### src/hw/fixed_point_pkg.sv
package fixed_point_pkg;

	////////////////////
	// 4.23 number format
	////////////////////

	// sign plus 3 integer bits, 23 fraction bits
	typedef logic signed [26:0] fixed_t;

	// 1.0
	localparam fixed_t FIX_ONE = 27'sh0800000;
	// bailout bound on |z| squared, 4.0
	localparam fixed_t ESCAPE_LIMIT = 27'sh2000000;

	// left screen edge, -2.0
	localparam fixed_t ORIGIN_RE = -27'sh1000000;
	// top screen edge, 1.0
	localparam fixed_t ORIGIN_IM = 27'sh0800000;

	// one pan command moves the view by 1/256
	localparam fixed_t PAN_STEP = 27'sh0008000;

	////////////////////
	// scaled multiply
	////////////////////

	// full 54-bit product, keep sign and bits 48..23
	function automatic fixed_t fix_mul(fixed_t a, fixed_t b);
		logic signed [53:0] prod;
		prod = a * b;
		return {prod[53], prod[48:23]};
	endfunction

endpackage

### src/hw/view_control.sv
`timescale 1ns/100ps

module view_control #(
	parameter fixed_point_pkg::fixed_t BASE_STEP = 27'sd39322,
	parameter int ZOOM_MAX = 8
) (
	input  logic clk,
	input  logic reset,
	input  logic zoom_in_i,
	input  logic zoom_out_i,
	input  logic pan_left_i,
	input  logic pan_right_i,
	input  logic pan_up_i,
	input  logic pan_down_i,
	output logic restart_o,
	output fixed_point_pkg::fixed_t step_o,
	output fixed_point_pkg::fixed_t pan_re_o,
	output fixed_point_pkg::fixed_t pan_im_o
);

	localparam int ZW = $clog2(ZOOM_MAX + 1);

	logic [ZW-1:0] zoom_q;
	logic any_cmd;

	assign any_cmd = zoom_in_i | zoom_out_i | pan_left_i | pan_right_i |
		pan_up_i | pan_down_i;

	// each zoom level halves the pixel width
	assign step_o = BASE_STEP >>> zoom_q;

	always_ff @(posedge clk) begin
		if (reset) begin
			zoom_q <= '0;
			pan_re_o <= '0;
			pan_im_o <= '0;
			restart_o <= 1'b0;
		end else begin
			// every command redraws, even a saturated zoom
			restart_o <= any_cmd;
			// zoom in wins, level saturates at both ends
			if (zoom_in_i) begin
				if (int'(zoom_q) < ZOOM_MAX)
					zoom_q <= zoom_q + 1'b1;
			end else if (zoom_out_i) begin
				if (zoom_q != '0)
					zoom_q <= zoom_q - 1'b1;
			end
			if (pan_right_i)
				pan_re_o <= pan_re_o + fixed_point_pkg::PAN_STEP;
			else if (pan_left_i)
				pan_re_o <= pan_re_o - fixed_point_pkg::PAN_STEP;
			// screen down is toward negative imaginary
			if (pan_down_i)
				pan_im_o <= pan_im_o - fixed_point_pkg::PAN_STEP;
			else if (pan_up_i)
				pan_im_o <= pan_im_o + fixed_point_pkg::PAN_STEP;
		end
	end

endmodule

### config.mk
export PLATFORM = sky130hd
export DESIGN_NAME = view_control
export DESIGN_NICKNAME = d
export VERILOG_FILES = /design/src/hw/fixed_point_pkg.sv /design/src/hw/view_control.sv
export SDC_FILE = /design/constraint.sdc
export NUM_CORES = 1
export LEC_CHECK = 0
export BUFFER_PORTS_ARGS = -buffer_cell sky130_fd_sc_hd__buf_2
export CELL_PAD_IN_SITES_DETAIL_PLACEMENT = 1
export CELL_PAD_IN_SITES_GLOBAL_PLACEMENT = 2
export CORE_ASPECT_RATIO = 1.1
export CORE_UTILIZATION = 31
export CTS_BUF_LIST = sky130_fd_sc_hd__clkbuf_2 sky130_fd_sc_hd__clkbuf_4 sky130_fd_sc_hd__clkbuf_8
export CTS_CLUSTER_SIZE = 25
export DETAILED_ROUTE_END_ITERATION = 12
export GPL_ROUTABILITY_DRIVEN = 0
export PLACE_DENSITY = 0.9
export SYNTH_ARGS = -nofsm -noshare
export SYNTH_HDL_FRONTEND = slang
export SYNTH_SLANG_ARGS = --single-unit
export TNS_END_PERCENT = 5
### constraint.sdc
create_clock -name clk -period 4.2 [get_ports clk]
set_input_delay 0.63 -clock clk [delete_from_list [all_inputs] [get_ports clk]]
set_output_delay 0.63 -clock clk [all_outputs]
set_load 0.02 [all_outputs]
==> out/metrics.yaml, run 1 <==
routing:
  drt-pass1-iter-count: 4
  vias: 2362
  initialDrtViolationCount: 58
  drt-total-wl_um: 6430
  viasPerCell: 4.85
  drc_errors: 0
  wl_per_cell_um: 13.2
  postRouteAntennaNets: 0
power:
  seq_power_share: 0.241
  power.share.combinational: 0.561
  internal-power_mw: 0.969
  sw_frac_of_total: 0.464
  p_clk_frac: 0.198
  ir_worst_vdd_v: 0.000171
  power_density_nw_per_um2: 619
  p_sw_mw: 0.839
  p_leak_nw: 1.45
place:
  dp_cells: 479
  numPortBuffers: 48
  dp.final_hpwl_um: 4900
  post-place-ws_ns: 1.36
clock_tree:
  clk_path_buf_depth: 2
  cts-root-buf: "clkbuf_8"
  path_clk_slew_ns: 0.07
  cts_tree: "done"
  cts_made_buffers: 5
  clock-sinks: 29
  cts_hold_buf: 0
  post_cts_buffers: 0
  cts_htree_levels: 2
  clk-insertion-delay-late_ns: 0.29
  postCtsResizedCells: 0
sta:
  period_minus_slack_ns: 2.55
  hold_slack_ns: 0.481
  worst_pin_slew_ns: 0.953
  setup_slack_ns: 1.65
  slew_violations: 0
  period_share: 0.608
  grt_setup_unrepaired: "false"
  final_hold_viol_count: 0
  fmax_ghz: 0.392
  skew_ns: 0.00997
  setup_viol: 0
  slew-limit-headroom: 0.362
  finalSetupTns_ns: 0
cells_and_area:
  drive_above_1_share: 0.161
  multi_input_area_um2: 1790
  num-fill-cells: 1017
  seq_area_um2: 581
  fin_nets: 415
  syn2layout_area_growth_pct: 12.0
  fin_cells: 487
  antennaDiodeCount: 0
synth:
  synth_edf_count: 0
  yosysWarnings: 0
  avgSynthCellArea_um2: 7.81
  yosys.area.top_type_share: 0.223
  yosysSeqAreaShare: 0.223
  synth_area_um2: 2610
  synth_area_leaders: "dfxtp_1, ha_1, buf_4, a21oi_1, nand2_1"
  synth_flop_cell: "dfxtp_1"
  ys_types: 44
  synthCells: 334
  ys_seq_elements: 29
  yosys.area.top_type: "dfxtp_1"
  async_flop_share: 0
die:
  die_w_um: 89.4
  pin_count: 90
  core-area_um2: 8040
  start_util: 0.324
  fp.dieArea_um2: 8780
  rows: 34
  dieHeight_um: 98.2
global_route:
  grt_max_degree: 33
  grtUsageTotal: 0.152
  antenna_found_initial: 0
  overflow: 0
  grt_pass1_wl_um: 10600
  grt_pass1_vias: 2296
setup_path:
  path_class: "in -> reg"
  cp.required_ns: 4.43
  cp.arrival_ns: 2.78
  cp-start-kind: "input port"
  worstSetupEndpointType: "register"
  crit_fanout: 12
flow_run:
  maxCapViolations: 0
hold_path:
  hold_path.class: "reg -> reg"
outcome:
  status: "complete, no violations"
==> Yosys cell counts, drive strengths merged, types with 2 or more instances <==
cell type  instances
a31oi              4
a21oi             31
dfxtp             29
a21o              12
a211oi            10
o21ai             10
buf               41
nand4              5
ha                26
o21a               4
nor2              27
nand3             10
xor2               4
or2                2
nor2b              5
and3               3
nor3b              4
clkbuf            10
o311ai             2
mux2i              5
inv               10
o211ai             5
and2               3
nor3               7
nand2             35
fa                 3
xnor2             11
==> cell usage in the layout (no fill, tap or decap), types with 4 or more instances in the layout <==
cell type  instances
clkbuf_8           5
a21o_1            12
a21oi_1           31
xnor2_1           11
mux2i_1            5
inv_1             10
a211oi_1          10
o21ai_0            9
nand3_1           10
dfxtp_1           29
nor2b_1            5
buf_2             48
o21a_1             4
a31oi_1            4
nor3b_1            4
o211ai_1           5
xor2_1             4
nand4_1            5
nor3_1             7
ha_1              26
conb_1            41
nor2_1            27
nand2_1           35
==> stage by stage <==
stage,instance area (µm²),util,power [mW]
final,2920,0.363,1.81
after global routing,2920,0.363,1.95
after CTS,2920,0.363,1.83
after detailed placement,2790,0.347,1.46
after global placement,2790,0.347,1.43
after floorplan,2760,-,1.21
==> logic make-up (layout without fill, tap and decap cells) <==
kind of cell               Yosys count  in the layout  synth area share
muxes                                6              6            0.0235
DFF                                 29             29             0.223
adders and majority gates           29             29             0.148
AOI/OAI and AO/OA                   87             87             0.216
and+or+nand+nor                    106            106             0.191
xor gates and xnor gates            15             15            0.0504
buffers and inverters               61             66             0.147
other                                1             41           0.00144
==> state kept, by name, summed over array words and instances, names as in the netlist <==
register   flops
zoom_q         4
restart_o      1
pan_re_o      12
pan_im_o      12
==> layout make-up <==
class	count	share of cell area
clock buffers	5	0.0236
clock inverters	3	0.0223
inverters	10	0.0128
multi-input cells	284	0.614
flip-flops and latches	29	0.199
well taps	108	0.0463
repair buffers	48	0.0822
==> critical path, cell delays in order <==
cell	delay, ns
buf_2	0.12
inv_1	0.35
ha_1	0.38
a21o_1	0.22
a221oi_2	0.37
o21bai_1	0.14
or4b_1	0.47
nand3_1	0.10
==> per-layer routing <==
layer	track usage	routed length, µm	vias up
met5	0	0	-
met4	0.0391	57	0
met3	0.0304	234	5
met2	0.268	3260	57
met1	0.186	2870	1110
li1	-	-	1190
==> path summary, 6_finish.rpt <==
path,start,end,slack [ns],depth (start not counted)
min,pan_im_o[18],pan_im_o[18],0.48,2
min reg2reg,pan_im_o[18],pan_im_o[18],0.48,2
max reg2reg,pan_re_o[15],pan_re_o[23],2.07,6
max,pan_right_i,pan_re_o[23],1.65,8
==> power groups by stage <==
stage	registers [mW]	clock network, mW	logic (mW)
global placement	0.438	0	0.993
floorplan	0.478	0	0.729
global route	0.450	0.379	1.12
detailed placement	0.443	0	1.02
CTS	0.438	0.367	1.02
finish	0.436	0.358	1.01
No activity file was read; power rests on OpenSTA's default activity.
==> run 2, diff against run 1 <==
--- a/config.mk
+++ b/config.mk
@@ -9,12 +9,12 @@
 export CELL_PAD_IN_SITES_DETAIL_PLACEMENT = 1
 export CELL_PAD_IN_SITES_GLOBAL_PLACEMENT = 2
 export CORE_ASPECT_RATIO = 1.1
-export CORE_UTILIZATION = 31
+export CORE_UTILIZATION = 26
 export CTS_BUF_LIST = sky130_fd_sc_hd__clkbuf_2 sky130_fd_sc_hd__clkbuf_4 sky130_fd_sc_hd__clkbuf_8
 export CTS_CLUSTER_SIZE = 25
 export DETAILED_ROUTE_END_ITERATION = 12
 export GPL_ROUTABILITY_DRIVEN = 0
-export PLACE_DENSITY = 0.9
+export PLACE_DENSITY = 0.81
 export SYNTH_ARGS = -nofsm -noshare
 export SYNTH_HDL_FRONTEND = slang
 export SYNTH_SLANG_ARGS = --single-unit
==> constraint.sdc (replaced) <==
create_clock -name clk -period 2.25 [get_ports clk]
set_input_delay 0.3375 -clock clk [delete_from_list [all_inputs] [get_ports clk]]
set_output_delay 0.3375 -clock clk [all_outputs]
set_load 0.02 [all_outputs]
==> run 2 against run 1 <==
Worst setup slack got worse by 1.5 ns. Clock power up 29%. Clock skew fell by 0.0044 ns. Combinational power rose by 100%. Clock-buffer cell count up 2. Sequential share of layout area fell by 0.66 points. Final area up 3.4%. Critical path type is now reg -> out. Largest cell class unchanged.
==> out/metrics.yaml, run 2 (synthesis gave the netlist of run 1 again) <==
clock_tree:
  cts_htree_levels: 2
  cts_tree: "done"
  path_clk_slew_ns: 0.06
  cts-root-buf: "clkbuf_8"
  clock-sinks: 29
  clk_path_buf_depth: 2
  cts_made_buffers: 5
  clk-insertion-delay-late_ns: 0.28
  cts_hold_buf: 0
global_route:
  grt_pass1_vias: 2291
  grt_max_degree: 20
  grtUsageTotal: 0.134
  overflow: 0
  grt_pass1_wl_um: 11300
  antenna_found_initial: 0
power:
  seq_power_share: 0.236
  p_clk_frac: 0.142
  sw_frac_of_total: 0.481
  power_mw: 3.25
  p_sw_mw: 1.56
  p_leak_nw: 1.51
  power_density_nw_per_um2: 1080
  internal-power_mw: 1.69
  power.share.combinational: 0.622
  ir_worst_vdd_v: 0.000253
cells_and_area:
  post-route-util: 0.317
  most-common-layout-cells: "buf_2, conb_1, nand2_1, a21oi_1, dfxtp_1"
  reg.largest.list: "pan_im_o (12), pan_re_o (12), zoom_q (4)"
  final_common_cell: "buf_2"
  fin_cells: 512
  syn2layout_area_growth_pct: 15.9
  num-fill-cells: 1173
  drive_above_1_share: 0.197
  antennaDiodeCount: 0
  fin_nets: 432
hold_path:
  hold_start: "zoom_in_i"
  hold_path.class: "in -> reg"
routing:
  postRouteAntennaNets: 0
  initialDrtViolationCount: 47
  drc_errors: 0
  vias: 2415
  viasPerCell: 4.72
  drt-pass1-iter-count: 4
  drt-total-wl_um: 6920
  wl_per_cell_um: 13.5
sta:
  worst_pin_slew_ns: 0.562
  slew_violations: 0
  grt_setup_unrepaired: "false"
  slew-limit-headroom: 0.625
  period_minus_slack_ns: 2.08
  fmax_ghz: 0.481
  period_share: 0.923
  final_hold_viol_count: 0
  setup_viol: 0
  skew_ns: 0.00554
die:
  start_util: 0.273
  pin_count: 90
  die_w_um: 97.5
  rows: 37
  core-area_um2: 9540
  dieHeight_um: 107
  fp.dieArea_um2: 10400
setup_path:
  cp-start-kind: "register"
  worstSetupEndpointType: "primary output"
  path_class: "reg -> out"
  crit_fanout: 7
  cp.arrival_ns: 1.74
  cp-startpoint: "zoom_q[0]"
  cp.required_ns: 1.91
  r2r_start: "pan_re_o[16]"
flow_run:
  maxCapViolations: 0
place:
  dp_cells: 505
  dp.final_hpwl_um: 5350
  numPortBuffers: 48
outcome:
  status: "complete, no violations"
## run 2: power groups by stage
| stage | combinational [mW] | clock (mW) | sequential [mW] |
|---|---|---|---|
| 4_1_cts | 2.04 | 0.484 | 0.768 |
| 3_5_place_dp | 2.03 | 0 | 0.780 |
| 3_3_place_gp | 1.98 | 0 | 0.774 |
| 2_1_floorplan | 1.36 | 0 | 0.892 |
| 6_report | 2.02 | 0.462 | 0.767 |
| 5_1_grt | 2.24 | 0.508 | 0.787 |
## run 2: final timing paths
kind,end,slack (ns),cells past startpoint
worst max register to register,pan_re_o[23],0.20,6
worst max-delay path,step_o[2],0.17,4
worst min-delay path,restart_o,0.34,3
worst min register to register,pan_im_o[21],0.48,2
## run 2: layer usage
metal | track usage | up-vias | share of wire
met5 | 0 | - | 0
met3 | 0.0228 | 5 | 0.033
met4 | 0.0347 | 0 | 0.0095
li1 | - | 1221 | -
met2 | 0.233 | 47 | 0.49
met1 | 0.171 | 1142 | 0.47
## run 2: timing repair
item | in CTS | in global routing
setup endpoints to repair | 0 | 1
gates resized for setup | 0 | 1
setup buffers | 0 | 0
## run 2: critical path: stages (launching register included)
cell and delay (ns):
dfxtp_1 0.48, inv_1 0.13, ha_1 0.41, mux2_2 0.29
buf_2 0.16
## run 2: cell type report
type	count	area, µm²	share of cell area
Sequential cell	29	581	0.192
Multi-Input combinational cell	284	1800	0.595
Clock buffer	7	90.1	0.0298
Timing Repair Buffer	65	368	0.122
Tap cell	117	146	0.0484
Inverter	10	37.5	0.0124
## run 2: metrics by stage
| step | cell area (µm²) | setup TNS, ns | setup WS [ns] | hold WS, ns |
|---|---|---|---|---|
| 5_1_grt | 3020 | 0 | 0.0216 | 0.374 |
| 6_report | 3020 | 0 | 0.173 | 0.344 |
| 2_1_floorplan | 2760 | 0 | 0.0907 | 0.515 |
| 3_3_place_gp | 2930 | -0.0825 | -0.0825 | 0.464 |
| 4_1_cts | 3020 | 0 | 0.163 | 0.338 |
| 3_5_place_dp | 2930 | -0.186 | -0.131 | 0.477 |
==> run 3, diff against run 2 <==
--- a/config.mk
+++ b/config.mk
@@ -5,11 +5,12 @@
 export SDC_FILE = /design/constraint.sdc
 export NUM_CORES = 1
 export LEC_CHECK = 0
+export ABC_AREA = 1
 export BUFFER_PORTS_ARGS = -buffer_cell sky130_fd_sc_hd__buf_2
 export CELL_PAD_IN_SITES_DETAIL_PLACEMENT = 1
 export CELL_PAD_IN_SITES_GLOBAL_PLACEMENT = 2
 export CORE_ASPECT_RATIO = 1.1
-export CORE_UTILIZATION = 26
+export CORE_UTILIZATION = 25
 export CTS_BUF_LIST = sky130_fd_sc_hd__clkbuf_2 sky130_fd_sc_hd__clkbuf_4 sky130_fd_sc_hd__clkbuf_8
 export CTS_CLUSTER_SIZE = 25
 export DETAILED_ROUTE_END_ITERATION = 12
==> run 3 against run 2 <==
Register-to-register slack improved by 0.33 ns. Combinational power increased by 3%. Clock skew decreased by 0.0039 ns. Sequential share of layout area decreased by 1.1 points. Total power increased by 3.8%. Worst hold slack improved by 0.025 ns. First-iteration DRC count decreased by 23%. Sequential power increased by 0.8%. Clock power increased by 11%. Routed wire length increased by 3.9%. Utilization decreased by 2.6 points. Largest cell class unchanged. Largest power group unchanged.
==> out/metrics.yaml, run 3 <==
outcome:
  status: "complete, no violations"
synth:
  async_flop_share: 0
  yosysWarnings: 0
  synth_edf_count: 0
  synth_flop_cell: "dfxtp_1"
  yosys.area.top_type_share: 0.203
  ys_seq_elements: 29
  yosys.area.top_type: "dfxtp_1"
  ys_types: 33
  yosysSeqAreaShare: 0.203
  synth_area_leaders: "dfxtp_1, ha_1, buf_4, nand2_1, nor2_1"
  synth_area_um2: 2860
  avgSynthCellArea_um2: 6.43
  synthCells: 444
  yosys-top-cells-count: "nand2_1, nor2_1, inv_1"
  yosysMostFrequentCell: "nand2_1"
die:
  fp.dieArea_um2: 11900
  die_w_um: 104
  pin_count: 90
  start_util: 0.259
  core-area_um2: 11000
  rows: 40
  dieHeight_um: 114
global_route:
  antenna_found_initial: 0
  grt_max_degree: 23
  grt_pass1_wl_um: 12000
  grt_pass1_vias: 2607
  overflow: 0
  grtUsageTotal: 0.125
routing:
  vias: 2689
  drt-total-wl_um: 7200
  drc_errors: 0
  initialDrtViolationCount: 36
  postRouteAntennaNets: 0
  wl_per_cell_um: 11.2
  viasPerCell: 4.20
  drt-pass1-iter-count: 4
hold_path:
  hold_path.class: "in -> reg"
clock_tree:
  cts-root-buf: "clkbuf_8"
  cts_made_buffers: 5
  clk-insertion-delay-late_ns: 0.29
  cts_tree: "done"
  path_clk_slew_ns: 0.07
  postCtsResizedCells: 0
  clock-sinks: 29
  cts_htree_levels: 2
  clk_path_buf_depth: 2
  cts_hold_buf: 0
  post_cts_buffers: 0
flow_run:
  maxCapViolations: 0
sta:
  slew-limit-headroom: 0.570
  slew_violations: 0
  period_share: 0.902
  finalSetupTns_ns: 0
  grt_setup_unrepaired: "false"
  setup_viol: 0
  final_hold_viol_count: 0
  worst_pin_slew_ns: 0.644
  skew_ns: 0.00168
  setup_slack_ns: 0.221
  fmax_ghz: 0.493
  period_minus_slack_ns: 2.03
place:
  dp.final_hpwl_um: 5780
  post-place-ws_ns: 0.152
  post_dp_cell_area_um2: 3100
  numPortBuffers: 48
cells_and_area:
  num-fill-cells: 1450
  final_area_um2: 3200
  most-common-layout-cells: "nand2_1, nor2_1, inv_1, buf_2, conb_1"
  antennaDiodeCount: 0
  reg.largest.list: "pan_im_o (12), pan_re_o (12), zoom_q (4)"
  syn2layout_area_growth_pct: 12.1
  fin_nets: 529
  drive_above_1_share: 0.154
  final_common_cell: "nand2_1"
setup_path:
  path_class: "reg -> out"
  cp-start-kind: "register"
  cp_cell_sequence: "inv_1, ha_1, a21oi_1, a31oi_1, buf_2"
  cp.arrival_ns: 1.69
  worstSetupEndpointType: "primary output"
  crit_fanout: 8
  cp.required_ns: 1.91
  slowest_stage: "dfxtp_1"
  slowest_delay_ns: 0.50
power:
  power_density_nw_per_um2: 1050
  ir_worst_vdd_v: 0.000497
  p_leak_nw: 1.86
-- run 3: changes by cell type in the layout (fill, tap and decap cells not counted), moves of 6 or more --
cell,delta
nand3_1,+14
a211oi_1,-10
xnor2_1,-6
a21o_1,-9
nor2_1,+38
nand2_1,+44
nor3_1,-6
inv_1,+53
buf_4,-14
o21ai_1,+9
-- run 3: final timing paths --
| kind | to | slack [ns] | startpoint | cells past startpoint |
|---|---|---|---|---|
| hold reg to reg | pan_im_o[15] | 0.51 | pan_im_o[15] | 1 |
| hold / removal | restart_o | 0.37 | zoom_out_i | 5 |
| setup reg to reg | pan_im_o[23] | 0.53 | pan_im_o[15] | 8 |
| setup / recovery | step_o[2] | 0.22 | zoom_q[0] | 5 |
-- run 3: final cells by class --
type                       count  area [µm²]  share of cell area
clock buffer                   7        96.3              0.0301
clock inverter                 1        5.00             0.00156
inverter                      67         254              0.0794
multi-input combinational    338        1820               0.568
sequential                    29         581               0.181
tap                          147         184              0.0575
timing repair buffer          51         263              0.0821
-- run 3: report_power, final --
group	total (mW)	internal [mW]	switching (mW)
Combinational	2.09	0.719	1.37
Clock	0.511	0.277	0.234
Sequential	0.773	0.629	0.144
-- run 3: stage by stage --
step / power, mW / cells / hold WS (ns) / util
CTS: 3.43 / 640 / 0.378 / 0.291
floorplan: 2.38 / 484 / 0.519 / -
global route: 3.70 / 640 / 0.412 / 0.291
global placement: 2.85 / 632 / 0.479 / 0.281
detailed placement: 2.89 / 632 / 0.490 / 0.281
finish: 3.37 / 640 / 0.369 / 0.291
-- run 3: cells by family (layout without fill, tap and decap cells) --
group | Yosys count | after routing | synth area share
simple gates | 189 | 189 | 0.280
buf+inv | 117 | 126 | 0.213
compound gates | 66 | 66 | 0.128
fa+ha+maj | 29 | 29 | 0.135
flops | 29 | 29 | 0.203
xor+xnor | 13 | 13 | 0.0399
other cells | 1 | 41 | 0.00131
-- run 3: routing by layer --
layer / vias to the layer above / wire [µm] / GRT usage
met5: - / 0 / 0
met4: 0 / 86 / 0.0371
met3: 8 / 261 / 0.0256
met2: 55 / 3470 / 0.224
met1: 1206 / 3370 / 0.152
li1: 1420 / - / -
-- run 3: critical path: cells and delay by family (launching register included) --
kind | cells | cell delay [ns]
buf+inv | 2 | 0.29
flops | 1 | 0.50
fa+ha+maj | 1 | 0.37
compound gates | 2 | 0.23
